==> src/comefa_pkg.sv <==
// geometry of the compute RAM array and the bit-serial micro-instruction format
// imported by every module that touches the banks or the instruction memory
package comefa_pkg;

  // four banks, all running the same micro-instruction
  localparam int num_banks  = 4;
  localparam int bank_sel_w = 2;

  // 64 rows of 40 columns per bank, one processing element per column
  localparam int row_w    = 6;
  localparam int num_rows = 1 << row_w;
  localparam int col_w    = 40;

  // 256-word instruction memory
  localparam int instr_addr_w = 8;
  localparam int instr_depth  = 1 << instr_addr_w;

  typedef logic [row_w-1:0]        row_addr_t;
  typedef logic [bank_sel_w-1:0]   bank_sel_t;
  typedef logic [col_w-1:0]        row_data_t;
  typedef logic [instr_addr_w-1:0] instr_addr_t;

  // column operation, applied to every column of every bank at once
  typedef enum logic [2:0] {
    clr_carry = 3'd0,
    copy      = 3'd1,
    op_and    = 3'd2,
    op_or     = 3'd3,
    op_xor    = 3'd4,
    add_c     = 3'd5,
    nop       = 3'd6
  } micro_op_e;

  // sits in bits 20:0 of a stored 32-bit instruction word
  typedef struct packed {
    micro_op_e op;
    row_addr_t dst;
    row_addr_t src_a;
    row_addr_t src_b;
  } micro_inst_t;

  // what the banks see between instructions
  localparam micro_inst_t idle_inst = '{op: nop, dst: '0, src_a: '0, src_b: '0};

endpackage

==> src/cfu_pkg.sv <==
// host command interface of the CFU: command encoding, payload structs, response words
// built on top of the array types in comefa_pkg
package cfu_pkg;

  // host operation, carried in funct3 of the function id
  typedef enum logic [2:0] {
    op_wr_instr = 3'd0,
    op_rd_instr = 3'd1,
    op_wr_row   = 3'd2,
    op_rd_row   = 3'd3,
    op_start    = 3'd4,
    op_status   = 3'd5
  } funct3_e;

  typedef logic [31:0] word_t;

  // one accepted host command
  typedef struct packed {
    funct3_e    funct3;
    logic [6:0] funct7;
    word_t      in0;
    word_t      in1;
  } cmd_t;

  // host access to one row of one bank
  typedef struct packed {
    logic                  valid;
    logic                  write;
    logic                  hi;     // read returns bits 39:32
    comefa_pkg::bank_sel_t bank;
    comefa_pkg::row_addr_t row;
    comefa_pkg::row_data_t data;
  } row_req_t;

  // status word bit positions
  localparam int status_busy = 0;
  localparam int status_done = 1;

  // answer to every command that returns no data
  localparam word_t rsp_ack = '1;

  // funct7 of rd_row that selects the upper part of the row
  localparam logic [6:0] rd_row_hi = 7'd1;

endpackage

==> src/bank_dispatch.sv <==
`timescale 1ns/100ps
// write port steering for the bank array
// one-hot bank enables for host row writes, broadcast of the issued micro-instruction
module bank_dispatch (
  input  logic                           clk,
  input  logic                           resetn,
  input  cfu_pkg::row_req_t              row_req,
  input  logic                           issue_valid,
  input  comefa_pkg::micro_inst_t        issue_inst,
  output cfu_pkg::row_req_t              bank_wr,
  output logic [comefa_pkg::num_banks-1:0] bank_we,
  output logic                           exec_valid,
  output comefa_pkg::micro_inst_t        exec_inst
);
  import comefa_pkg::*;

  logic host_wr;

  // an executing instruction wins the write port
  assign host_wr = row_req.valid && row_req.write && !issue_valid;

  always_comb begin
    bank_wr       = row_req;
    bank_wr.valid = host_wr;
  end

  // bank index to one-hot enable
  always_comb begin
    for (int b = 0; b < num_banks; b++) begin
      bank_we[b] = host_wr && (row_req.bank == bank_sel_t'(b));
    end
  end

  // all banks get the same instruction, nop between issues
  assign exec_valid = issue_valid;
  assign exec_inst  = issue_valid ? issue_inst : idle_inst;

  a_host_vs_exec: assert property (@(posedge clk) disable iff (!resetn)
    !(row_req.valid && row_req.write && issue_valid));

endmodule

==> config.mk <==
export PLATFORM = sky130hd
export DESIGN_NAME = bank_dispatch
export DESIGN_NICKNAME = d
export VERILOG_FILES = /design/src/comefa_pkg.sv /design/src/cfu_pkg.sv /design/src/bank_dispatch.sv
export SDC_FILE = /design/constraint.sdc
export NUM_CORES = 1
export LEC_CHECK = 0
export BUFFER_PORTS_ARGS = -buffer_cell sky130_fd_sc_hd__buf_2
export CAP_MARGIN = 20
export CORE_ASPECT_RATIO = 0.8
export CORE_MARGIN = 3
export CORE_UTILIZATION = 20
export DETAILED_ROUTE_END_ITERATION = 16
export PLACE_DENSITY = 0.82
export SYNTH_ARGS = -nofsm -noshare
export SYNTH_HDL_FRONTEND = slang
export SYNTH_SLANG_ARGS = --single-unit
==> constraint.sdc <==
create_clock -name vclk -period 0.8
set_input_delay 0.04 -clock vclk [all_inputs]
set_output_delay 0.04 -clock vclk [all_outputs]
set_load 0.02 [all_outputs]
==> results.yml <==
detailed_routing:
  wl_mm: 1.213
  vias_per_cell: 3.650
  drcViolationCount: 0
  wire_per_inst_um: 10.11
  drt_iter0_drc: 3
  ant_nets: 0
  vias: 438
  drtPass1Iterations: 2
placed_design:
  port_buffers: 56
  place.gp.congestion: 0.6245
  dp_slack_ns: -0.01158
  place_area_um2: 515.5
  placed_cells: 120
yosys:
  yosysWarnings: 0
  synth_commonest_cells: "52 x buf_4, 19 x and2_1, 2 x nor3b_1"
  avgSynthCellArea_um2: 7.198
  syn_nets: 156
  synthCells: 81
  syn-cell-area_um2: 583.1
  synth.distinct_cells: 11
  ys_seq_area_frac: 0
  synth_area_leaders: "buf_4 67%, and2_1 20%, nand3b_4 3.4%, nor3b_1 2.6%, or2b_1 1.3%"
  synth.largest_area_cell: "buf_4"
  yosysMostFrequentCell: "buf_4"
  yosys.area.top_type_share: 0.6695
min_path:
  min_from: "row_req[10]"
  min_path_cells: 0
  hp-class: "in2out"
  min_to: "bank_wr[10]"
layout:
  seqCellArea_um2: 0
  clock_buffers: 0
  design.seq.count: 0
  fillers: 298
  layout.cells.non_filler: 120
  drive_gt1_frac: 0.7143
  area_delta_synth_final_pct: -10.73
  fin_util: 0.2000
  nNetsFinal: 161
  final_area_um2: 520.5
  antenna_cells: 0
timing:
  relSlewSlack: 0.9017
  slew_viol_final: 0
  grt_setup_unrepaired: "false"
  fin_crit_ns: 0.7494
  layout_setup_ws_ns: 0.05061
  setup_tns_ns: 0
  timing.final.crit_share: 0.9367
  max_freq_mhz: 1334
  worst_pin_slew_ns: 0.1471
  hold_violations: 0
  setup_viol: 0
  hold_ws_ns: 0.08001
setup_path:
  arrival_ns: 0.71
  required_ns: 0.76
  cpMostUsedCell: "buf_2"
  max_stage_delay_ns: 0.19
  path_cells: "buf_2 -> nand3b_4 -> nor3b_2 -> buf_2"
  startpoint_type: "input port"
  cp_max_fo: 4
  endpoint_kind: "output pin"
  crit_slowest_cell: "nor3b_2"
  worstSetupPathType: "in2out"
global_route:
  use_met1: 0.04612
  overflow: 0
  grtUsageMet3: 0.04517
  antenna_found_initial: 0
  busiest_layer: "met2"
  grt_pass1_wl_mm: 1.490
  grt_use_total: 0.05180
  grt_util_met2: 0.09061
  grt_start_max_net_pins: 21
  grt_pass1_vias: 340
floorplan:
  rows: 16
  core-area_um2: 2603
  start_util: 0.2240
  die_y_um: 54.30
  io_pins: 152
  die_w_um: 66.37
  die_area_um2: 3603
power:
  power.density_nw_per_um2: 561.2
  p_leak_nw: 0.3357
  ir_drop_uv: 190.8
  p_total_mw: 0.2921
run:
  maxCapViolCount: 0
clocking:
  cts_setup_buffers: 0
status:
  outcome: "finished clean"
final cells by class:
cell class         count  area (µm²)  area share
inverters              1       3.754    0.007212
repair buffers        57       287.8      0.5529
well taps             36       45.04     0.08654
multi-input cells     26       183.9      0.3534
logic make-up (layout without fill, tap and decap cells):
kind of cell / after synthesis / after routing / synth area share
buf+inv: 55 / 58 / 0.6931
simple gates: 26 / 26 / 0.3069
cells in the final DEF, fill, tap and decap left out:
cell	count
buf_2	56
and2_1	19
nand2b_1	1
nand3b_4	1
inv_2	1
nor3b_2	1
and3_1	1
or2b_1	1
nor3_1	1
nor3b_1	1
buf_4	1
routing by layer:
| layer | routed length [µm] | vias to the layer above |
|---|---|---|
| met5 | 0 | - |
| met4 | 8 | 0 |
| met3 | 291 | 4 |
| met2 | 575 | 63 |
| met1 | 339 | 171 |
| li1 | - | 200 |
where the power goes:
group | total (mW) | internal (mW) | switching [mW]
Sequential | 0 | 0 | 0
Clock | 0 | 0 | 0
Combinational | 0.292 | 0.128 | 0.164
repair_timing:
| action | in CTS | in global routing |
|---|---|---|
| hold buffers | 0 | 0 |
| setup endpoints to repair | 1 | 0 |
| resized for setup | 1 | 0 |
worst max-delay path: cells and delay by family:
kind          cells  cell delay, ns
buf+inv           2            0.31
simple gates      2            0.36
how the worst max path moves through the flow:
stage	slack, ns	end	from
4_1_cts	0.04	bank_we[2]	issue_valid
3_3_place_gp	0.05	bank_we[2]	issue_valid
5_1_grt	0.004	bank_we[1]	issue_valid
6_report	0.05	bank_we[2]	issue_valid
3_5_place_dp	-0.01	bank_we[2]	issue_valid
2_1_floorplan	0.02	bank_we[2]	issue_valid
(Power assumes the default switching activity.)
