<file path="config.mk">
export PLATFORM = sky130hd
export DESIGN_NAME = bank_read_mux
export DESIGN_NICKNAME = d
export VERILOG_FILES = /design/src/comefa_pkg.sv /design/src/cfu_pkg.sv /design/src/bank_read_mux.sv
export SDC_FILE = /design/constraint.sdc
export NUM_CORES = 1
export LEC_CHECK = 0
export BUFFER_PORTS_ARGS = -buffer_cell sky130_fd_sc_hd__buf_2
export CAP_MARGIN = 5
export CORE_AREA = 2 2 93 95
export CTS_CLUSTER_DIAMETER = 80
export CTS_CLUSTER_SIZE = 8
export DETAILED_ROUTE_END_ITERATION = 6
export DIE_AREA = 0 0 95 97
export PLACE_DENSITY = 0.63
export SLEW_MARGIN = 20
export SYNTH_ARGS = -nofsm -noshare
export SYNTH_HDL_FRONTEND = slang
export SYNTH_SLANG_ARGS = --single-unit
</file>
<file path="constraint.sdc">
create_clock -name clk -period 1.76 [get_ports clk]
set_clock_uncertainty 0.1 [all_clocks]
set_input_delay 0.088 -clock clk [delete_from_list [all_inputs] [get_ports clk]]
set_output_delay 0.088 -clock clk [all_outputs]
set_load 0.01 [all_outputs]
</file>
<file path="src/comefa_pkg.sv">
// geometry of the compute RAM array and the bit-serial micro-instruction format
// imported by every module that touches the banks or the instruction memory
package comefa_pkg;

  // four banks, all running the same micro-instruction
  localparam int num_banks  = 4;
  localparam int bank_sel_w = 2;

  // 64 rows of 40 columns per bank, one processing element per column
  localparam int row_w    = 6;
  localparam int num_rows = 1 << row_w;
  localparam int col_w    = 40;

  // 256-word instruction memory
  localparam int instr_addr_w = 8;
  localparam int instr_depth  = 1 << instr_addr_w;

  typedef logic [row_w-1:0]        row_addr_t;
  typedef logic [bank_sel_w-1:0]   bank_sel_t;
  typedef logic [col_w-1:0]        row_data_t;
  typedef logic [instr_addr_w-1:0] instr_addr_t;

  // column operation, applied to every column of every bank at once
  typedef enum logic [2:0] {
    clr_carry = 3'd0,
    copy      = 3'd1,
    op_and    = 3'd2,
    op_or     = 3'd3,
    op_xor    = 3'd4,
    add_c     = 3'd5,
    nop       = 3'd6
  } micro_op_e;

  // sits in bits 20:0 of a stored 32-bit instruction word
  typedef struct packed {
    micro_op_e op;
    row_addr_t dst;
    row_addr_t src_a;
    row_addr_t src_b;
  } micro_inst_t;

  // what the banks see between instructions
  localparam micro_inst_t idle_inst = '{op: nop, dst: '0, src_a: '0, src_b: '0};

endpackage

</file>
<file path="src/cfu_pkg.sv">
// host command interface of the CFU: command encoding, payload structs, response words
// built on top of the array types in comefa_pkg
package cfu_pkg;

  // host operation, carried in funct3 of the function id
  typedef enum logic [2:0] {
    op_wr_instr = 3'd0,
    op_rd_instr = 3'd1,
    op_wr_row   = 3'd2,
    op_rd_row   = 3'd3,
    op_start    = 3'd4,
    op_status   = 3'd5
  } funct3_e;

  typedef logic [31:0] word_t;

  // one accepted host command
  typedef struct packed {
    funct3_e    funct3;
    logic [6:0] funct7;
    word_t      in0;
    word_t      in1;
  } cmd_t;

  // host access to one row of one bank
  typedef struct packed {
    logic                  valid;
    logic                  write;
    logic                  hi;     // read returns bits 39:32
    comefa_pkg::bank_sel_t bank;
    comefa_pkg::row_addr_t row;
    comefa_pkg::row_data_t data;
  } row_req_t;

  // status word bit positions
  localparam int status_busy = 0;
  localparam int status_done = 1;

  // answer to every command that returns no data
  localparam word_t rsp_ack = '1;

  // funct7 of rd_row that selects the upper part of the row
  localparam logic [6:0] rd_row_hi = 7'd1;

endpackage

</file>
<file path="src/bank_read_mux.sv">
`timescale 1ns/100ps
// host read path from the bank array
// keeps the requested bank and half, then registers the chosen 32 bits
module bank_read_mux (
  input  logic                  clk,
  input  comefa_pkg::row_data_t rd_data [comefa_pkg::num_banks],
  input  cfu_pkg::row_req_t     row_req,
  output cfu_pkg::word_t        rd_word
);
  import cfu_pkg::*;
  import comefa_pkg::*;

  bank_sel_t bank_q;
  logic      hi_q;
  row_data_t sel;

  // bank output arrives one cycle after the request
  always_ff @(posedge clk) begin
    if (row_req.valid && !row_req.write) begin
      bank_q <= row_req.bank;
      hi_q   <= row_req.hi;
    end
  end

  assign sel = rd_data[bank_q];

  // upper part is bits 39:32, zero extended
  always_ff @(posedge clk) begin
    if (hi_q) begin
      rd_word <= word_t'(sel[col_w-1:$bits(word_t)]);
    end else begin
      rd_word <= sel[$bits(word_t)-1:0];
    end
  end

endmodule

</file>
==> flow_metrics.tcl <==
set metrics [dict create \
    layout_worst_path_cycle_share 0.9401 \
    rsz0062_at_grt "no" \
    leakagePower_uw 0.001579 \
    ys_ff_latch 35 \
    gr-total-overflow 0 \
    die-area_um2 9215 \
    synth.distinct_cells 10 \
    end_kind "register" \
    timing.fmax_ghz 0.6044 \
    whs_path_depth 2 \
    grt_max_degree 33 \
    worst_r2r_endpoint "rd_word[6]$_DFF_P_" \
    multi_input_area_um2 1185 \
    seqCellArea_um2 730.7 \
    r2r_cells 3 \
    grtUsageTotal 0.1347 \
    start_util 0.2441 \
    drt-initial-drc-count 21 \
    antenna_found_initial 0 \
    reg2reg_from "bank_q[0]$_DFFE_PP_" \
    syn-cell-area_um2 1986 \
    drive_above_1_share 0.7702 \
    slew_headroom 0.8214 \
    cts_tree "yes" \
    syn_area_per_cell_um2 16.55 \
    die_h_um 97 \
    root_buffer "clkbuf_8" \
    cts.htree.levels 2 \
    io_pins 244 \
    hold_viol_final 0 \
    post_cts_buffers 0 \
    ant_nets 0 \
    worstHoldPathType "input port to register" \
    crit_fanout 19 \
    vias 1880 \
    tns_ns 0 \
    drc_errors 0 \
    rows 33 \
    setup_viol 0 \
    place_congestion 0.7283 \
    final_nets 533 \
    fillCellCount 797 \
    hp-start "row_req[49]" \
    synth_warnings 0 \
    cts.path.max_buffers 2 \
    core-area_um2 8134 \
    cts.clk_slew.worst_paths_ns 0.07 \
    peakVddDrop_mv 0.2851 \
    wl_per_cell_um 14.38 \
    crit_required_ns 1.83 \
    period_minus_slack_ns 1.655 \
    criticalPathCategory "register to register" \
    viasPerCell 4.403 \
    worstMarginPinSlew_ns 0.2674 \
    syn_to_final_growth_pct 63.45 \
    outcome "complete, no violations" \
    routed_wl_um 6139 \
    dp.cells 416 \
    maxSlewViolCount 0 \
    synthCells 120 \
    holdPathEnd "hi_q$_DFFE_PP_" \
    cap_viol_max_count 0 \
    insertedDiodeCount 0 \
    hpwl_um 5089 \
    ys_seq_area_frac 0.3680 \
    cts_sinks 35 \
    instances_no_fill 427 \
    io_buffers 197 \
    power.density_nw_per_um2 673.3 \
    cp-start-kind "register" \
    cp.arrival_ns 1.73 \
    clk_latency_ns 0.28 \
    cts_buffers 5 \
    grt_pass1_wl_um 9653 \
    syn_nets 332 \
    r2r_slack_ns 0.11 \
    first_global_vias 2128 \
    dr.pass1.iters 4 \
    die_w_um 95 \
]
==> cells in the final DEF (no fill, tap or decap), types with 3 or more instances in the layout <==
| cell | instances |
|---|---|
| buf_2 | 197 |
| buf_4 | 3 |
| nor2b_1 | 25 |
| mux4_1 | 10 |
| clkbuf_8 | 7 |
| dlygate4sd3_1 | 3 |
| edfxtp_1 | 3 |
| mux4_2 | 30 |
| mux2_2 | 8 |
| buf_12 | 3 |
| dfxtp_1 | 32 |
==> synthesized netlist by cell type <==
| cell type | count | area [um2] |
|---|---|---|
| dfxtp_1 | 32 | 640.6 |
| mux4_2 | 30 | 675.7 |
| nor2b_1 | 25 | 156.4 |
| mux4_1 | 10 | 262.8 |
| mux2_2 | 8 | 90.09 |
| buf_1 | 5 | 18.77 |
| buf_6 | 3 | 33.78 |
| edfxtp_1 | 3 | 90.09 |
| buf_2 | 2 | 10.01 |
| clkbuf_1 | 2 | 7.510 |
==> power breakdown <==
part	switching, uW	internal, uW	total (uW)
Combinational	231	411	642
Clock	281	357	639
Sequential	18.1	887	905
==> worst max path at each step <==
stage | slack, ns | to | startpoint
2_1_floorplan | 0.18 | rd_word[0]$_DFF_P_ | bank_q[0]$_DFFE_PP_
3_3_place_gp | 0.12 | rd_word[0]$_DFF_P_ | bank_q[0]$_DFFE_PP_
3_5_place_dp | 0.10 | rd_word[6]$_DFF_P_ | bank_q[0]$_DFFE_PP_
4_1_cts | 0.09 | rd_word[6]$_DFF_P_ | bank_q[0]$_DFFE_PP_
5_1_grt | 0.04 | rd_word[2]$_DFF_P_ | bank_q[0]$_DFFE_PP_
6_report | 0.11 | rd_word[6]$_DFF_P_ | bank_q[0]$_DFFE_PP_
==> cells by family after synthesis <==
group,after synthesis,synth area share
and+or+nand+nor,25,0.07876
muxes,48,0.5180
DFF,35,0.3680
buffers and inverters,12,0.03529
==> cell type report <==
| cell class | instances | area share |
|---|---|---|
| multi-input cells | 73 | 0.3651 |
| clock buffers | 8 | 0.03084 |
| repair buffers | 206 | 0.3385 |
| flip-flops and latches | 35 | 0.2251 |
| well taps | 105 | 0.04048 |
==> registers in the layout, indices dropped and copies added, names as in the netlist <==
signal,count
rd_word,32
hi_q,1
bank_q,2
==> metal layers <==
layer	part of all wire	GRT usage
met2	0.52	0.2428
met1	0.40	0.1522
met4	0.016	0.05240
met3	0.065	0.02804
met5	0	0
==> critical path: stages, from the launching register on <==
cell      delay, ns
edfxtp_1       0.39
buf_12         0.20
mux4_1         0.57
mux2_2         0.27
==> metrics by stage <==
step                      setup slack (ns)  hold WS [ns]  utilization  power, uW  cell area [um2]
final                               0.1055       0.02705       0.3990       2185             3246
after floorplan                     0.1809       0.08687            -       1267             1986
after global routing               0.03998       0.02061       0.3990       2316             3246
after CTS                          0.08969       0.01050       0.3990       2241             3246
after detailed placement            0.1016        0.1680       0.3830       1572             3115
after global placement              0.1176        0.1658       0.3830       1560             3115
==> what timing repair did <==
action | 4_1_cts | 5_1_grt
hold buffers | 3 | 0
endpoints found under the hold margin | 3 | 0
resized for setup | 0 | 0
Power figures use the tool's default switching activity.
