**src/comefa_pkg.sv**
```systemverilog
// geometry of the compute RAM array and the bit-serial micro-instruction format
// imported by every module that touches the banks or the instruction memory
package comefa_pkg;

  // four banks, all running the same micro-instruction
  localparam int num_banks  = 4;
  localparam int bank_sel_w = 2;

  // 64 rows of 40 columns per bank, one processing element per column
  localparam int row_w    = 6;
  localparam int num_rows = 1 << row_w;
  localparam int col_w    = 40;

  // 256-word instruction memory
  localparam int instr_addr_w = 8;
  localparam int instr_depth  = 1 << instr_addr_w;

  typedef logic [row_w-1:0]        row_addr_t;
  typedef logic [bank_sel_w-1:0]   bank_sel_t;
  typedef logic [col_w-1:0]        row_data_t;
  typedef logic [instr_addr_w-1:0] instr_addr_t;

  // column operation, applied to every column of every bank at once
  typedef enum logic [2:0] {
    clr_carry = 3'd0,
    copy      = 3'd1,
    op_and    = 3'd2,
    op_or     = 3'd3,
    op_xor    = 3'd4,
    add_c     = 3'd5,
    nop       = 3'd6
  } micro_op_e;

  // sits in bits 20:0 of a stored 32-bit instruction word
  typedef struct packed {
    micro_op_e op;
    row_addr_t dst;
    row_addr_t src_a;
    row_addr_t src_b;
  } micro_inst_t;

  // what the banks see between instructions
  localparam micro_inst_t idle_inst = '{op: nop, dst: '0, src_a: '0, src_b: '0};

endpackage

```
**src/cfu_pkg.sv**
```systemverilog
// host command interface of the CFU: command encoding, payload structs, response words
// built on top of the array types in comefa_pkg
package cfu_pkg;

  // host operation, carried in funct3 of the function id
  typedef enum logic [2:0] {
    op_wr_instr = 3'd0,
    op_rd_instr = 3'd1,
    op_wr_row   = 3'd2,
    op_rd_row   = 3'd3,
    op_start    = 3'd4,
    op_status   = 3'd5
  } funct3_e;

  typedef logic [31:0] word_t;

  // one accepted host command
  typedef struct packed {
    funct3_e    funct3;
    logic [6:0] funct7;
    word_t      in0;
    word_t      in1;
  } cmd_t;

  // host access to one row of one bank
  typedef struct packed {
    logic                  valid;
    logic                  write;
    logic                  hi;     // read returns bits 39:32
    comefa_pkg::bank_sel_t bank;
    comefa_pkg::row_addr_t row;
    comefa_pkg::row_data_t data;
  } row_req_t;

  // status word bit positions
  localparam int status_busy = 0;
  localparam int status_done = 1;

  // answer to every command that returns no data
  localparam word_t rsp_ack = '1;

  // funct7 of rd_row that selects the upper part of the row
  localparam logic [6:0] rd_row_hi = 7'd1;

endpackage

```
**src/cfu_cmd_ctrl.sv**
```systemverilog
`timescale 1ns/100ps
// host command front end: takes one command at a time over valid/ready,
// raises the memory, row or start request and returns a single response word
module cfu_cmd_ctrl (
  input  logic                    clk,
  input  logic                    resetn,
  input  logic                    cmd_valid,
  output logic                    cmd_ready,
  input  cfu_pkg::cmd_t           cmd,
  output logic                    rsp_valid,
  input  logic                    rsp_ready,
  output cfu_pkg::word_t          rsp_data,
  output cfu_pkg::row_req_t       row_req,
  input  cfu_pkg::word_t          rd_word,
  output logic                    instr_we,
  output comefa_pkg::instr_addr_t instr_addr,
  output cfu_pkg::word_t          instr_wr_data,
  input  cfu_pkg::word_t          instr_rd_data,
  output logic                    start_pulse,
  output comefa_pkg::instr_addr_t start_addr,
  output comefa_pkg::instr_addr_t end_addr,
  input  logic                    busy,
  input  logic                    done
);
  import cfu_pkg::*;
  import comefa_pkg::*;

  typedef enum logic [1:0] {idle, wait_data, respond} state_e;

  state_e state;
  cmd_t   cmd_q;
  logic   first_q;
  logic   accept;
  logic   is_read;
  logic   req_cycle;
  logic   rsp_load;
  word_t  status_word;
  word_t  rsp_word;

  assign accept    = cmd_valid && cmd_ready;
  // reads wait one extra cycle for the memory or bank output
  assign is_read   = (cmd_q.funct3 == op_rd_instr) || (cmd_q.funct3 == op_rd_row);
  // first cycle after accept, requests to the memory and sequencer go out here
  assign req_cycle = (state == wait_data) && first_q;
  assign rsp_load  = (state == wait_data) && (!is_read || !first_q);

  ////////////////////////////////////////////////////////////////////////////
  // requests
  ////////////////////////////////////////////////////////////////////////////

  // row access leaves in the accept cycle itself
  // bank read plus mux register gives rd_word two cycles later
  always_comb begin
    row_req       = '0;
    row_req.valid = accept && (cmd.funct3 == op_wr_row || cmd.funct3 == op_rd_row);
    row_req.write = (cmd.funct3 == op_wr_row);
    row_req.hi    = (cmd.funct7 == rd_row_hi);
    if (row_req.write) begin
      {row_req.bank, row_req.row} = cmd.in1[15:8];
    end else begin
      {row_req.bank, row_req.row} = cmd.in0[7:0];
    end
    // in1 low byte carries row bits 39:32
    row_req.data = {cmd.in1[7:0], cmd.in0};
  end

  // instruction memory host port, from the registered command
  assign instr_we      = req_cycle && (cmd_q.funct3 == op_wr_instr);
  assign instr_addr    = cmd_q.in0[instr_addr_w-1:0];
  assign instr_wr_data = cmd_q.in1;

  // end address is inclusive
  assign start_pulse = req_cycle && (cmd_q.funct3 == op_start);
  assign start_addr  = cmd_q.in0[instr_addr_w-1:0];
  assign end_addr    = cmd_q.in1[instr_addr_w-1:0];

  ////////////////////////////////////////////////////////////////////////////
  // response word
  ////////////////////////////////////////////////////////////////////////////

  always_comb begin
    status_word              = '0;
    status_word[status_busy] = busy;
    status_word[status_done] = done;
  end

  // unknown funct3 falls into the default too
  always_comb begin
    case (cmd_q.funct3)
      op_rd_instr: rsp_word = instr_rd_data;
      op_rd_row:   rsp_word = rd_word;
      op_status:   rsp_word = status_word;
      default:     rsp_word = rsp_ack;
    endcase
  end

  ////////////////////////////////////////////////////////////////////////////
  // handshake FSM
  ////////////////////////////////////////////////////////////////////////////

  always_ff @(posedge clk) begin
    if (!resetn) begin
      state     <= idle;
      cmd_ready <= 1'b1;
      rsp_valid <= 1'b0;
      first_q   <= 1'b0;
    end else begin
      case (state)
        idle: begin
          if (accept) begin
            cmd_ready <= 1'b0;
            first_q   <= 1'b1;
            state     <= wait_data;
          end
        end
        wait_data: begin
          first_q <= 1'b0;
          if (rsp_load) begin
            rsp_valid <= 1'b1;
            state     <= respond;
          end
        end
        respond: begin
          // hold the word until the host takes it
          if (rsp_ready) begin
            rsp_valid <= 1'b0;
            cmd_ready <= 1'b1;
            state     <= idle;
          end
        end
        default: state <= idle;
      endcase
    end
  end

  // command and response payload
  always_ff @(posedge clk) begin
    if (accept) begin
      cmd_q <= cmd;
    end
    if (rsp_load) begin
      rsp_data <= rsp_word;
    end
  end

  // the running program owns the banks, host row traffic only while the sequencer is idle
  a_no_row_while_busy: assert property (@(posedge clk) disable iff (!resetn)
    row_req.valid |-> !busy);

endmodule

```
**config.mk**
```make
export PLATFORM = sky130hd
export DESIGN_NAME = cfu_cmd_ctrl
export DESIGN_NICKNAME = d
export VERILOG_FILES = /design/src/comefa_pkg.sv /design/src/cfu_pkg.sv /design/src/cfu_cmd_ctrl.sv
export SDC_FILE = /design/constraint.sdc
export NUM_CORES = 1
export LEC_CHECK = 0
export BUFFER_PORTS_ARGS = -buffer_cell sky130_fd_sc_hd__buf_2
export CAP_MARGIN = 20
export CORE_AREA = 2 2 113 115
export DETAILED_ROUTE_END_ITERATION = 12
export DIE_AREA = 0 0 115 117
export GPL_ROUTABILITY_DRIVEN = 0
export PLACE_DENSITY = 0.76
export RECOVER_POWER = 100
export REMOVE_ABC_BUFFERS = 1
export SLEW_MARGIN = 20
export SYNTH_ARGS = -nofsm -noshare
export SYNTH_HDL_FRONTEND = slang
export SYNTH_SLANG_ARGS = --single-unit
```
**constraint.sdc**
```tcl
create_clock -name clk -period 3.1 [get_ports clk]
set_clock_uncertainty 0.1 [all_clocks]
set_input_delay 0.31 -clock clk [delete_from_list [all_inputs] [get_ports clk]]
set_output_delay 0.31 -clock clk [all_outputs]
set_load 0.02 [all_outputs]
```
==> results <==
- The number of warnings reported in the yosys synthesis log is 0.
- The tightest hold path in the finished design has a slack of 0.0499 ns.
- Compared with the post-synthesis result, the final layout area differs by 17.9%.
- After detailed routing, the number of remaining DRC violations is 0.
- The clock reaches the later pin of the worst-skew pair after roughly 0.33 ns.
- The H-tree generated during clock tree synthesis spans 3 levels.
- Dividing the final minimum period by the clock period gives around 76%.
- The via count normalized by instance count is 4.54.
- The category of the worst setup path capture point is a register.
- The cell area that synthesis handed to floorplanning was 3920 µm².
- On the critical path, the stage with the largest delay is an instance of clkbuf_1.
- TritonCTS built the clock tree.
- The maximum fanout count along the critical path is 36.
- The share of final-layout standard cells stronger than drive strength 1 is about 27%.
- The number of global-route vias before repair is 2636.
- The first global-routing pass estimated 13500 µm of wire.
- The wire-length estimate of the detail-placed layout is roughly 7700 µm.
- The cell count after synthesis came out at around 330.
- Counting along the longest clock path gives a buffer depth of 2.
- Max-cap violations in this run came to 0.
- The die area is 13500 µm².
- After detailed routing, the average wire length per cell comes to ~16 µm.
- Setup repair after global routing left no endpoint under its margin.
- The data arrival time of the worst path is approximately 2.4 ns.
- In this run the standard cell core region covers between 10000 and 15000 µm².
- Sorting the synthesized cells by area gives the leading types as edfxtp_1 (57%), buf_4 (19%), nand3_1 (3.8%).
- The share of the synthesized area in the top cell type is 57.5%.
- The type of the tightest min-delay check is input port to register.
- The startpoint type of the worst setup path is a register.
- The met1 routing resource usage after global routing is 16.7%.
- Before antenna repair, the detailed router went through 4 iterations.
- The overall fraction of global-route tracks in use is 13.9%.
- The clock sink total is 80.
- The post-detailed-route count of antenna-violating nets is 0.
- The initial antenna violation count was 0.
- The clock period could shrink to roughly 2.3 ns.
- The vertical extent of the die is around 120 µm.
- The maximum number of pins on one net before global-route repair is between 40 and 50.
- The number of clock buffers added by TritonCTS is 9.
- The flip-flop and latch count after synthesis is 80.
- The signal on the critical path passes through buf_4 -> nor2_1 -> clkbuf_1 -> nand2_1 -> nand3_1.
- The power per standard cell area is roughly 600 nW/µm².
- The post-synthesis cell type count is 32.
- After the last flow step, the layout net total stands at 615.
- Setup violations remaining at the end of the flow were counted as 0.
- The total congestion overflow is 0.
- The number of core rows is 41.
- The root buffer cell is clkbuf_16.
- The final hold violation count is 0.
- The run finished with clean final reports.
- The die extent in x is between 100 and 150 µm.
- The final max-slew violation count came to 0.
- The initial detailed-routing violation count is around 140.
- Data on the critical path is required at its endpoint by between 3 and 4 ns.
- The actual slew at the worst max-slew pin is between 1 and 1.5 ns.
- The final total negative setup slack is 0 ns.
- The starting density of the core is a little under a third.
- In this run the post-CTS setup repair buffer count came out at 0.
- The fraction of met2 tracks used by global routing is about 21%.
- After detailed routing, the total wire length is approximately 10000 µm.
- Across the VDD grid, the largest voltage drop is about 330 µV.
- met2 is the most crowded layer.
- The global routing met3 resource utilization is under 10%.
- Input and output buffers added on the ports amount to 238.
- The leakage dissipation is ~1.7 nW.
- between 200 and 300 I/O pins were placed.
- The largest incremental delay on the critical path is between 1 and 1.5 ns.
- Buffers inserted to repair hold after CTS numbered 0.
- Derived from the worst setup path, the maximum achievable clock frequency is about 430 MHz.
- The max-slew headroom at the worst pin is between 7 and 8%.
- The largest total area in the synthesized netlist belongs to edfxtp_1.
- The repair_antennas step left the layout with diodes totalling 0.
- The quantity of gates resized following cts is 0.
- The per-instance average area after synthesis is roughly 12 µm².
- The post-synthesis sequential area ratio is between 60% and 70%.
- Clock-pin slew was measured on the worst setup and hold paths at about 0.060 ns.
- The number of vias in the routed layout is ~2800.
- The end-of-flow core utilization is a little under two fifths.
- The critical path in this run is classified as register to register.
## logic make-up after synthesis
logic type      Yosys count  synth area share [%]
compound gates           43                  6.32
buf+inv                 115                  20.8
simple gates             81                  10.5
flops                    80                  60.0
mux                       8                  2.30
## per-stage QoR
| step | cells | power (mW) | area, µm² | worst slack (ns) |
|---|---|---|---|---|
| floorplan | 216 | 1.52 | 3120 | 0.973 |
| global placement | 610 | 1.73 | 4540 | 1.33 |
| detailed placement | 610 | 1.74 | 4540 | 1.24 |
| CTS | 626 | 2.80 | 4840 | 1.09 |
| global route | 626 | 2.85 | 4620 | 0.604 |
| finish | 626 | 2.72 | 4620 | 0.759 |
## cell usage after synthesis (all sizes together)
| cell | instances |
|---|---|
| o21a | 2 |
| a211oi | 2 |
| inv | 4 |
| edfxtp | 75 |
| nor4 | 1 |
| o21ai | 34 |
| nand3 | 30 |
| nor2 | 5 |
| nand4b | 1 |
| a21oi | 2 |
| o211a | 1 |
| and3b | 1 |
| nand2b | 3 |
| dfxtp | 5 |
| mux2 | 8 |
| buf | 106 |
| clkbuf | 5 |
| a31oi | 2 |
| nor2b | 2 |
| nand2 | 31 |
| and3 | 3 |
| nor3b | 3 |
| nor3 | 1 |
## registers in the layout (all words and copies together), names as in the netlist
signal,flops
instr_wr_data,32
rsp_data,32
instr_addr,8
cmd_q,3
state,2
cmd_ready,1
first_q,1
rsp_valid,1
## critical path, delay by kind of cell (launching register included)
family / cells / cell delay, ns
buffers and inverters: 2 / 1.27
and+or+nand+nor: 3 / 0.42
DFF: 1 / 0.38
## layout by cell type, fill, tap and decap left out, types with 2 or more instances in the layout
cell type / count
clkbuf_2: 2
edfxtp_1: 75
clkbuf_16: 9
nor2_1: 5
nor2b_1: 2
nand3_1: 30
nand2b_1: 2
nor3b_1: 3
dfxtp_1: 5
inv_1: 4
buf_2: 100
a211oi_1: 2
o21ai_0: 29
clkbuf_1: 139
clkinv_1: 2
a21oi_1: 2
buf_4: 3
o21ai_1: 5
nand2_1: 31
clkinvlp_4: 2
mux2_2: 8
and3_1: 3
o21a_1: 2
a31oi_1: 2
## power breakdown
part / switching (mW) / internal [mW]
clock network: 0.416 / 0.622
logic: 0.269 / 0.123
registers: 0.0269 / 1.27
## path summary, 6_finish.rpt
check,start,to,slack [ns],cells past startpoint
worst max-delay path,cmd_q[72]$_DFFE_PP_,rsp_data[15]$_DFFE_PP_,0.76,5
worst min register to register,cmd_ready$_SDFFE_PN1P_,cmd_ready$_SDFFE_PN1P_,0.46,2
worst max register to register,cmd_q[72]$_DFFE_PP_,rsp_data[15]$_DFFE_PP_,0.76,5
worst min-delay path,cmd[31],instr_wr_data[31]$_DFFE_PP_,0.05,1
## cell type report
class	instances	area [µm²]
fillers	1292	7690
flip-flops and latches	80	2350
repair buffers	244	1050
multi-input cells	132	717
clock buffers	9	225
well taps	150	188
clock inverters	7	70.1
inverters	4	15.0
## routing by layer
layer | up-vias | share of wire (%)
met5 | - | 0.53
met4 | 2 | 1.6
met3 | 13 | 10
met2 | 170 | 45
met1 | 1321 | 42
li1 | 1339 | -
Power figures use the tool's default switching activity.
