--- src/comefa_pkg.sv ---
// geometry of the compute RAM array and the bit-serial micro-instruction format
// imported by every module that touches the banks or the instruction memory
package comefa_pkg;

  // four banks, all running the same micro-instruction
  localparam int num_banks  = 4;
  localparam int bank_sel_w = 2;

  // 64 rows of 40 columns per bank, one processing element per column
  localparam int row_w    = 6;
  localparam int num_rows = 1 << row_w;
  localparam int col_w    = 40;

  // 256-word instruction memory
  localparam int instr_addr_w = 8;
  localparam int instr_depth  = 1 << instr_addr_w;

  typedef logic [row_w-1:0]        row_addr_t;
  typedef logic [bank_sel_w-1:0]   bank_sel_t;
  typedef logic [col_w-1:0]        row_data_t;
  typedef logic [instr_addr_w-1:0] instr_addr_t;

  // column operation, applied to every column of every bank at once
  typedef enum logic [2:0] {
    clr_carry = 3'd0,
    copy      = 3'd1,
    op_and    = 3'd2,
    op_or     = 3'd3,
    op_xor    = 3'd4,
    add_c     = 3'd5,
    nop       = 3'd6
  } micro_op_e;

  // sits in bits 20:0 of a stored 32-bit instruction word
  typedef struct packed {
    micro_op_e op;
    row_addr_t dst;
    row_addr_t src_a;
    row_addr_t src_b;
  } micro_inst_t;

  // what the banks see between instructions
  localparam micro_inst_t idle_inst = '{op: nop, dst: '0, src_a: '0, src_b: '0};

endpackage

--- src/cfu_pkg.sv ---
// host command interface of the CFU: command encoding, payload structs, response words
// built on top of the array types in comefa_pkg
package cfu_pkg;

  // host operation, carried in funct3 of the function id
  typedef enum logic [2:0] {
    op_wr_instr = 3'd0,
    op_rd_instr = 3'd1,
    op_wr_row   = 3'd2,
    op_rd_row   = 3'd3,
    op_start    = 3'd4,
    op_status   = 3'd5
  } funct3_e;

  typedef logic [31:0] word_t;

  // one accepted host command
  typedef struct packed {
    funct3_e    funct3;
    logic [6:0] funct7;
    word_t      in0;
    word_t      in1;
  } cmd_t;

  // host access to one row of one bank
  typedef struct packed {
    logic                  valid;
    logic                  write;
    logic                  hi;     // read returns bits 39:32
    comefa_pkg::bank_sel_t bank;
    comefa_pkg::row_addr_t row;
    comefa_pkg::row_data_t data;
  } row_req_t;

  // status word bit positions
  localparam int status_busy = 0;
  localparam int status_done = 1;

  // answer to every command that returns no data
  localparam word_t rsp_ack = '1;

  // funct7 of rd_row that selects the upper part of the row
  localparam logic [6:0] rd_row_hi = 7'd1;

endpackage

--- src/exec_sequencer.sv ---
`timescale 1ns/100ps
// steps through the stored program from start to end address and issues one
// micro-instruction per cycle to the banks, fetch of n+1 overlapping issue of n
module exec_sequencer (
  input  logic                    clk,
  input  logic                    resetn,
  input  logic                    start_pulse,
  input  comefa_pkg::instr_addr_t start_addr,
  input  comefa_pkg::instr_addr_t end_addr,
  output comefa_pkg::instr_addr_t fetch_addr,
  input  cfu_pkg::word_t          fetch_data,
  output logic                    issue_valid,
  output comefa_pkg::micro_inst_t issue_inst,
  output logic                    busy,
  output logic                    done
);
  import comefa_pkg::*;

  // fetch while fetch_ptr points at an unfetched word, run while the last one drains
  typedef enum logic [1:0] {idle, fetch, run} state_e;

  state_e      state;
  instr_addr_t fetch_ptr;
  instr_addr_t end_q;

  assign fetch_addr = fetch_ptr;
  // upper bits of the stored word are spare
  assign issue_inst = micro_inst_t'(fetch_data[$bits(micro_inst_t)-1:0]);

  always_ff @(posedge clk) begin
    if (!resetn) begin
      state       <= idle;
      fetch_ptr   <= '0;
      end_q       <= '0;
      issue_valid <= 1'b0;
      busy        <= 1'b0;
      done        <= 1'b0;
    end else begin
      case (state)
        idle: begin
          issue_valid <= 1'b0;
          if (start_pulse) begin
            fetch_ptr <= start_addr;
            end_q     <= end_addr;
            busy      <= 1'b1;
            done      <= 1'b0;
            // empty range finishes without a fetch
            state     <= (start_addr <= end_addr) ? fetch : run;
          end
        end
        fetch: begin
          // valid bit follows the word through the memory latency
          issue_valid <= 1'b1;
          // stop on the end address so 255 never wraps
          if (fetch_ptr == end_q) begin
            state <= run;
          end else begin
            fetch_ptr <= fetch_ptr + instr_addr_t'(1);
          end
        end
        run: begin
          // last word issues this cycle, done stays up until the next start
          issue_valid <= 1'b0;
          busy        <= 1'b0;
          done        <= 1'b1;
          state       <= idle;
        end
        default: state <= idle;
      endcase
    end
  end

  a_issue_in_busy: assert property (@(posedge clk) disable iff (!resetn)
    issue_valid |-> busy);

endmodule

--- config.mk ---
export PLATFORM = sky130hd
export DESIGN_NAME = exec_sequencer
export DESIGN_NICKNAME = d
export VERILOG_FILES = /design/src/comefa_pkg.sv /design/src/cfu_pkg.sv /design/src/exec_sequencer.sv
export SDC_FILE = /design/constraint.sdc
export NUM_CORES = 1
export LEC_CHECK = 0
export ABC_AREA = 1
export BUFFER_PORTS_ARGS = -buffer_cell sky130_fd_sc_hd__clkbuf_2
export CORE_MARGIN = 2
export CORE_UTILIZATION = 44
export CTS_CLUSTER_SIZE = 24
export DETAILED_ROUTE_END_ITERATION = 12
export HOLD_SLACK_MARGIN = 0.15
export MAX_ROUTING_LAYER = met4
export PLACE_DENSITY = 0.81
export SLEW_MARGIN = 5
export SYNTH_ARGS = -nofsm -noshare
export SYNTH_HDL_FRONTEND = slang
export SYNTH_SLANG_ARGS = --single-unit
--- constraint.sdc ---
create_clock -name clk -period 1.6 [get_ports clk]
set_input_delay 0.32 -clock clk [delete_from_list [all_inputs] [get_ports clk]]
set_output_delay 0.32 -clock clk [all_outputs]
set_load 0.02 [all_outputs]
==> impl_metrics.tcl, run 1 <==
set metrics [dict create \
    status "completed" \
    drive_gt1_share_pct 21.6 \
    critPathArrivalTime_ns 1.62 \
    power_leakage_nw 0.810 \
    antenna_found_initial 0 \
    syn_area_mm2 0.00149 \
    switching_power_mw 0.583 \
    max_slew_margin_pct 74.6 \
    areaGrowthSynthToFinish_pct 3.94 \
    numCtsBuffers 3 \
    cts-htree-levels 1 \
    finalSetupViolations 0 \
    min_period_ns 1.41 \
    syn_area_per_cell_um2 6.72 \
    worst-r2r-cell-count 11 \
    place_congestion 0.841 \
    wl_met2_um 1410 \
    synth_cells 222 \
    routed_via_density 4.74 \
    utilization_pct 47.2 \
    grt_pass1_vias 1217 \
    required_ns 1.81 \
    p_clk_share_pct 17.8 \
    wl_met1_um 1350 \
    hold_viol_final 0 \
    met3_length_um 182 \
    nets 293 \
    grtUsageTotal_pct 17.1 \
    hpwl_um 2330 \
    worst-path-stages 11 \
    p_per_area_mw_per_mm2 962 \
    fin_crit_sh_pct 88.1 \
    r2r-end "fetch_addr[0]$_SDFFE_PN0P_" \
    yosys_warnings 0 \
    grt-ovfl-total 0 \
    synthDistinctLibCells 22 \
    cts_buffer_depth 2 \
    cap_violations 0 \
    ios 83 \
    wl_per_cell_um 10.7 \
    setup_tns_ns 0 \
    worst-slew-pin-transition_ns 0.380 \
    setup.worst_path.end "fetch_addr[0]$_SDFFE_PN0P_" \
    cell_internal_pwr_mw 0.909 \
    final_antenna_net_count 0 \
    r2r-start "fetch_addr[5]$_SDFFE_PN0P_" \
    cp_top_family "simple AND/OR/NAND/NOR gates" \
    drt_pass1_iterations 4 \
    clk_latency_ns 0.31 \
    clk_pin_slew_ns 0.13 \
    cts-root-buf "clkbuf_4" \
    rsz0062_at_grt "no" \
    worstPathCellList "inv_1, nand2_1, nand2_1, nand2_1, nor2_1, nand2_2, nand2_4, nand2_4, nand2_1, nand2_1, nor2_1" \
    routed_wl_um 2980 \
    die_w_um 62.2 \
    dieArea_mm2 0.00387 \
    grt_max_degree 20 \
    rows 21 \
    cpMaxStageDelayCell "dfxtp_1" \
    criticalPathCategory "register to register" \
    start_util_pct 45.4 \
    ys_ff_latch 21 \
    cp_num_buf_inv 1 \
    power_frac_comb_pct 36.6 \
    critPathMaxFanout 13 \
    ys_seq_area_share_pct 28.2 \
    chipHeight_um 62.2 \
    worstSetupStartpoint "fetch_addr[5]$_SDFFE_PN0P_" \
    clock_skew_ns 0.00805 \
    highest_layer "met4" \
    switching_share_pct 39.0 \
    r2r_setup_slack_ns 0.19 \
    cts_tree "done" \
    power_frac_seq_pct 45.6 \
    fp.coreArea_mm2 0.00328 \
    start_kind "register" \
    cts.repair.resized 0 \
    grt_pass1_wl_um 5330 \
    holdBufCountCts 0 \
    max_freq_mhz 709 \
    drv_slew 0 \
    mappedNetlistNets 282 \
    fillers 343 \
    path_common_cell "nand2_1" \
    hp-class "input pin to register" \
    vdd_drop_max_v 0.000458 \
    cts_sinks 21 \
    drc_errors 0 \
    drtIter0Drc 59 \
    end_kind "register" \
    max_stage_delay_ns 0.47 \
    antenna_cells 0 \
    post_cts_buffers 0 \
    vias 1319 \
    portBuffers 29 \
]
## metal layers
metal  global-route usage [%]  vias to the layer above
met5                        -                        -
met4                     5.56                        0
met3                     2.72                        9
met2                     28.7                       38
met1                     21.2                      578
li1                         -                      694
## cells in the mapped netlist (all sizes together)
master	count	area share, %
a21oi	20	6.7
buf	25	13
or2	1	0.42
xnor2	6	4.0
dfxtp	21	28
nand4	1	0.42
clkbuf	1	0.25
nor2	30	7.9
nand3	5	1.7
nor3	1	0.33
ha	9	7.5
nand3b	2	1.0
a22oi	1	0.50
o21ai	15	5.0
inv	26	6.5
nand2	58	17
## power by group through the flow
stage	sequential [mW]	clock (mW)	combinational [mW]
after detailed placement	0.689	0	0.547
after CTS	0.677	0.269	0.551
after global placement	0.686	0	0.531
final	0.680	0.265	0.547
after floorplan	0.718	0	0.455
after global routing	0.691	0.294	0.625
## cells by family after synthesis
kind of cell / count (synthesis) / synth area share, %
DFF: 21 / 28.2
and+or+nand+nor: 98 / 28.3
adders and majority gates: 9 / 7.54
xor gates and xnor gates: 6 / 4.02
buffers and inverters: 52 / 19.7
AOI/OAI and AO/OA: 36 / 12.2
## cell type report
class,instances,area (um^2),share of cell area [%]
clock buffers,3,22.5,1.45
clock inverters,1,5.00,0.323
inverters,26,97.6,6.29
multi-input cells,149,778,50.2
flip-flops and latches,21,423,27.3
well taps,46,57.6,3.71
repair buffers,32,168,10.8
## layout by cell type (no fill, tap or decap), types with 2 or more instances in the layout
| master | netlist | final |
|---|---|---|
| ha_1 | 9 | 9 |
| dfxtp_2 | 0 | 2 |
| a21oi_1 | 20 | 20 |
| xnor2_1 | 5 | 5 |
| buf_4 | 22 | 3 |
| nand3_1 | 5 | 5 |
| inv_1 | 26 | 26 |
| nor2_2 | 2 | 2 |
| nand2_1 | 50 | 50 |
| nor2_1 | 28 | 28 |
| o21ai_0 | 15 | 15 |
| clkbuf_2 | 0 | 29 |
| nand3b_1 | 2 | 2 |
| dfxtp_1 | 21 | 19 |
| nand2_2 | 6 | 6 |
| nand2_4 | 2 | 2 |
| clkbuf_4 | 0 | 3 |
## tightest hold or removal path, delay by kind of cell
family / cells / cell delay [ns]
buffers and inverters: 2 / 0.15
AOI/OAI and AO/OA: 1 / 0.06
## through the flow
step | setup slack [ns] | instance area, um^2 | hold slack, ns | total power, mW | cells
2_1_floorplan | 0.151 | 1490 | 0.444 | 1.17 | 222
3_3_place_gp | 0.142 | 1520 | 0.449 | 1.22 | 274
6_report | 0.190 | 1550 | 0.264 | 1.49 | 278
5_1_grt | 0.0195 | 1550 | 0.267 | 1.61 | 278
4_1_cts | 0.131 | 1550 | 0.246 | 1.50 | 278
3_5_place_dp | 0.103 | 1520 | 0.455 | 1.24 | 274
## state kept, by name, summed over array words and instances, names as in the netlist
name,cells
state,2
busy,1
end_q,8
issue_valid,1
fetch_addr,8
done,1
## worst min path at each step
stage / from / endpoint / slack, ns / depth (start not counted)
floorplan: end_q[5]$_SDFFE_PN0P_ / end_q[5]$_SDFFE_PN0P_ / 0.44 / 2
global placement: busy$_SDFFE_PN0P_ / busy$_SDFFE_PN0P_ / 0.45 / 2
detailed placement: done$_SDFFE_PN0P_ / done$_SDFFE_PN0P_ / 0.45 / 2
CTS: end_addr[7] / end_q[7]$_SDFFE_PN0P_ / 0.25 / 3
global route: end_addr[7] / end_q[7]$_SDFFE_PN0P_ / 0.27 / 3
finish: end_addr[3] / end_q[3]$_SDFFE_PN0P_ / 0.26 / 3
Power figures use the tool's default switching activity.
==> run 2: changes to the inputs <==
--- a/config.mk
+++ b/config.mk
@@ -13,7 +13,7 @@
 export DETAILED_ROUTE_END_ITERATION = 12
 export HOLD_SLACK_MARGIN = 0.15
 export MAX_ROUTING_LAYER = met4
-export PLACE_DENSITY = 0.81
+export PLACE_DENSITY = 0.86
 export SLEW_MARGIN = 5
 export SYNTH_ARGS = -nofsm -noshare
 export SYNTH_HDL_FRONTEND = slang
==> run 2 against run 1 <==
Compared with the run above:
- cell count unchanged
- global-route usage decreased by 0.71 points
- clock skew down 0.0043 ns
- flip-flop and latch count unchanged
- largest power group unchanged
- cell area did not move
- sequential power about the same
- die area unchanged
- clock power shrank 2%
- register-to-register slack got worse by 0.02 ns
- critical path depth fell by 9
- via count down 0.61%
- wire length down 3.3%
- highest routed layer unchanged
==> impl_metrics.tcl, run 2 (synthesized netlist as in run 1, its figures left out) <==
set metrics [dict create \
    grt_util_met1_pct 19.0 \
    max_slew_margin_pct 74.8 \
    power_leakage_nw 0.808 \
    max_freq_mhz 694 \
    cp_num_buf_inv 2 \
    status "completed" \
    cts_buffer_depth 2 \
    cap_violations 0 \
    cts-htree-levels 1 \
    fin_crit_sh_pct 90.1 \
    dieArea_mm2 0.00387 \
    antenna_cells 0 \
    drv_slew 0 \
    grt_pass1_vias 1219 \
    drive_gt1_share_pct 21.6 \
    final_antenna_net_count 0 \
    cp_top_family "flip-flops" \
    critPathMaxFanout 5 \
    criticalPathCategory "register to output pin" \
    start_kind "register" \
    ios 83 \
    rsz0062_at_grt "no" \
    cpMaxStageDelayCell "dfxtp_1" \
    clock_skew_ns 0.00374 \
    fp.coreArea_mm2 0.00328 \
    finalSetupViolations 0 \
    use_met3_pct 2.90 \
    grt_max_degree 20 \
    drtIter0Drc 63 \
    layout_commonest_cell "nand2_1" \
    critPathArrivalTime_ns 1.12 \
    p_per_area_mw_per_mm2 959 \
    routed_wl_um 2880 \
    place_congestion 0.866 \
    globalRoute.busiestLayer "met2" \
    hpwl_um 2260 \
    hold_viol_final 0 \
    start_util_pct 45.4 \
    vias 1311 \
    met2_usage_pct 26.9 \
    worstPathCellList "buf_4, clkbuf_2" \
    setup_tns_ns 0 \
    grt-ovfl-total 0 \
    wl_per_cell_um 10.4 \
    antenna_found_initial 0 \
    min_period_ns 1.44 \
    portBuffers 29 \
    grtUsageTotal_pct 16.4 \
    end_kind "output pin" \
    clk_latency_ns 0.31 \
    p_total_mw 1.49 \
    max_stage_delay_ns 0.47 \
    nets 293 \
    cts_tree "done" \
    rows 21 \
    fillers 332 \
    routed_via_density 4.72 \
    grt_pass1_wl_um 5010 \
    vdd_drop_max_v 0.000358 \
    worst-slew-pin-transition_ns 0.378 \
    required_ns 1.28 \
    cts_sinks 21 \
    r2r_setup_slack_ns 0.17 \
    clk_pin_slew_ns 0.11 \
    die_w_um 62.2 \
    drc_errors 0 \
    layout_common_cells "50 x nand2_1, 29 x clkbuf_2, 28 x nor2_1" \
    numCtsBuffers 3 \
    areaGrowthSynthToFinish_pct 3.94 \
    utilization_pct 47.2 \
    cts-root-buf "clkbuf_4" \
    chipHeight_um 62.2 \
    drt_pass1_iterations 5 \
    post_cts_buffers 0 \
    hp-class "input pin to register" \
]
[run 2: through the flow]
stage	cell area [um^2]	worst slack (ns)	hold WS (ns)	cells
after floorplan	1490	0.151	0.444	222
after global placement	1520	0.128	0.450	274
after detailed placement	1520	0.114	0.455	274
after CTS	1550	0.140	0.236	278
after global routing	1550	0.0293	0.239	278
final	1550	0.159	0.237	278
[run 2: final timing paths]
| kind | start | endpoint | cells after the start |
|---|---|---|---|
| worst max-delay path | fetch_addr[2]$_SDFFE_PN0P_ | fetch_addr[2] | 2 |
| worst min register to register | done$_SDFFE_PN0P_ | done$_SDFFE_PN0P_ | 2 |
| worst max register to register | fetch_addr[3]$_SDFFE_PN0P_ | fetch_addr[4]$_SDFFE_PN0P_ | 8 |
| worst min-delay path | end_addr[3] | end_q[3]$_SDFFE_PN0P_ | 3 |
[run 2: routing by layer]
layer  up-vias  part of all wire (%)  wire (um)
met3         8                   4.6        133
li1        700                     -          -
met1       564                    47       1360
met5         -                     0          0
met2        39                    46       1310
met4         0                   2.7         77
[run 2: worst register-to-register path: stages, from the launching register on]
cell	delay, ns
dfxtp_1	0.48
xnor2_1	0.15
nand2_1	0.08
nor2_2	0.11
nand2_2	0.08
nand2_4	0.11
nand2_4	0.13
nor2_1	0.15
nor2_2	0.05
[run 2: power by group]
part           total [mW]  internal, mW  leakage [nW]  switching [mW]
Sequential          0.678         0.598         0.175          0.0796
Combinational       0.549         0.219         0.618           0.330
Clock               0.260        0.0976        0.0150           0.163
Total                1.49         0.915         0.808           0.572
[run 2: cell type report]
class,count,area (um^2),share of cell area (%)
clock buffer,4,26.3,1.69
inverter,26,97.6,6.29
multi-input combinational,149,778,50.2
sequential,21,424,27.3
tap,46,57.6,3.71
timing repair buffer,32,168,10.8
[run 2: repair_timing]
item                       4_1_cts  5_1_grt
gates resized for setup          0        3
hold buffers                     0        0
setup endpoints to repair        0        4
==> run 3: changes to the inputs <==
==> constraint.sdc (replaced) <==
create_clock -name clk -period 1.59 [get_ports clk]
set_input_delay 0.318 -clock clk [delete_from_list [all_inputs] [get_ports clk]]
set_output_delay 0.318 -clock clk [all_outputs]
set_load 0.02 [all_outputs]
==> run 3 against run 2 <==
Compared with the run above:
- via count did not move
- setup slack got worse by 0.010 ns
- sequential power barely moved
- clock skew rose by 0.0031 ns
- sequential share of layout area fell by 0.12 points
- first-iteration DRC count fell by 24%
- combinational power barely moved
- clock-buffer cell count did not move
- die area did not move
- wire length fell by 0.83%
- cell count did not move
- utilization fell by 0.076 points
- largest power group unchanged
- highest routed layer unchanged
==> impl_metrics.tcl, run 3 (synthesized netlist as in run 1, its figures left out) <==
set metrics [dict create \
    max_freq_mhz 694 \
    end_kind "register" \
    r2r-end "fetch_addr[6]$_SDFFE_PN0P_" \
    drv_slew 0 \
    wl_per_cell_um 10.3 \
    cts_buffer_depth 2 \
    hpwl_um 2290 \
    cts_sinks 21 \
    numCtsBuffers 3 \
    power_frac_comb_pct 37.0 \
    finalSetupViolations 0 \
    min_to "end_q[7]$_SDFFE_PN0P_" \
    holdBufCountCts 0 \
    vdd_drop_max_v 0.000366 \
    critPathMaxFanout 6 \
    final_area_mm2 0.00155 \
    fp.coreArea_mm2 0.00328 \
    nets 293 \
    worst-slew-pin-transition_ns 0.376 \
    dieArea_mm2 0.00387 \
    cts_tree "done" \
    r2r-start "fetch_addr[1]$_SDFFE_PN0P_" \
    antenna_cells 0 \
    cell_internal_pwr_mw 0.918 \
    hp-class "input pin to register" \
    portBuffers 29 \
    clock_skew_ns 0.00688 \
    cap_violations 0 \
    post_cts_buffers 0 \
    die_w_um 62.2 \
    drc_errors 0 \
    worst-r2r-cell-count 8 \
    p_total_mw 1.48 \
    start_kind "register" \
    grt_pass1_vias 1232 \
    max_slew_margin_pct 75.0 \
    layout_commonest_cell "nand2_1" \
    cts-root-buf "clkbuf_4" \
    grt_pass1_wl_um 5100 \
    status "completed" \
    areaGrowthSynthToFinish_pct 3.77 \
    rsz0062_at_grt "no" \
    min_period_ns 1.44 \
    p_clk_share_pct 17.1 \
    r2r_setup_slack_ns 0.15 \
    start_util_pct 45.4 \
    whs_path_depth 3 \
    rows 21 \
    drtIter0Drc 48 \
    grt_max_degree 20 \
    grt-ovfl-total 0 \
    min_from "end_addr[7]" \
    cts-htree-levels 1 \
    required_ns 1.79 \
    hold_viol_final 0 \
    post_dp_cell_area_mm2 0.00152 \
    power_leakage_nw 0.807 \
    holdWs_ns 0.245 \
    ios 83 \
    routed_via_density 4.72 \
    p_per_area_mw_per_mm2 957 \
    place_congestion 0.860 \
    routed_wl_um 2850 \
    layout_common_cells "50 x nand2_1, 29 x clkbuf_2, 28 x nor2_1" \
    fillers 353 \
    criticalPathCategory "register to register" \
    clk_pin_slew_ns 0.11 \
    critPathArrivalTime_ns 1.65 \
    vias 1311 \
    drive_gt1_share_pct 20.7 \
    switching_share_pct 38.1 \
    final_antenna_net_count 0 \
    chipHeight_um 62.2 \
    switching_power_mw 0.565 \
    setup_tns_ns 0 \
    antenna_found_initial 0 \
    grtUsageTotal_pct 16.4 \
    drt_pass1_iterations 5 \
    power_frac_seq_pct 45.9 \
    clk_latency_ns 0.30 \
    fin_crit_sh_pct 90.6 \
]
## run 3: layout make-up
class | instances | area, um^2 | share of cell area [%]
Inverter | 26 | 97.6 | 6.30
Tap cell | 46 | 57.6 | 3.72
Multi-Input combinational cell | 149 | 778 | 50.2
Clock buffer | 4 | 26.3 | 1.70
Timing Repair Buffer | 32 | 168 | 10.8
Sequential cell | 21 | 422 | 27.2
## run 3: critical path: stages, from the launching register on
cell and delay (ns):
dfxtp_1 0.43, ha_1 0.24, nand2_1 0.07, nor2_1 0.13
nor2_1 0.07, a21oi_1 0.10, o21ai_0 0.10, a21oi_1 0.14
nor2_1 0.06
## run 3: per-layer routing
layer / vias up / global-route usage [%] / share of wire, %
li1: 699 / - / -
met1: 576 / 19.3 / 45
met3: 4 / 3.44 / 6.0
met2: 32 / 27.0 / 47
met4: 0 / 7.22 / 1.8
met5: - / - / 0
## run 3: worst max-delay path by stage
stage	startpoint	endpoint	slack (ns)	cells past startpoint
floorplan	fetch_addr[2]$_SDFFE_PN0P_	fetch_addr[4]$_SDFFE_PN0P_	0.14	10
global placement	end_addr[5]	state[1]$_SDFFE_PN0P_	0.12	10
detailed placement	end_addr[5]	state[1]$_SDFFE_PN0P_	0.10	9
CTS	fetch_addr[0]$_SDFFE_PN0P_	fetch_addr[6]$_SDFFE_PN0P_	0.13	8
global route	fetch_addr[5]$_SDFFE_PN0P_	fetch_addr[4]$_SDFFE_PN0P_	0.009	9
finish	fetch_addr[1]$_SDFFE_PN0P_	fetch_addr[6]$_SDFFE_PN0P_	0.15	8
## run 3: stage by stage
step / util (%) / worst slack, ns / cells
finish: 47.2 / 0.149 / 278
global route: 47.2 / 0.00942 / 278
CTS: 47.1 / 0.133 / 278
detailed placement: 46.3 / 0.101 / 274
global placement: 46.3 / 0.120 / 274
floorplan: - / 0.141 / 222
## run 3: power groups by stage
stage          Clock [mW]  Sequential, mW  Combinational, mW
4_1_cts             0.258           0.679              0.553
2_1_floorplan           0           0.723              0.458
3_5_place_dp            0           0.691              0.550
5_1_grt             0.286           0.694              0.626
3_3_place_gp            0           0.689              0.533
6_report            0.254           0.680              0.549
## run 3: timing repair
action | CTS | global route
endpoints found under the hold margin | 0 | 0
setup endpoints to repair | 0 | 1
gates resized for setup | 0 | 1
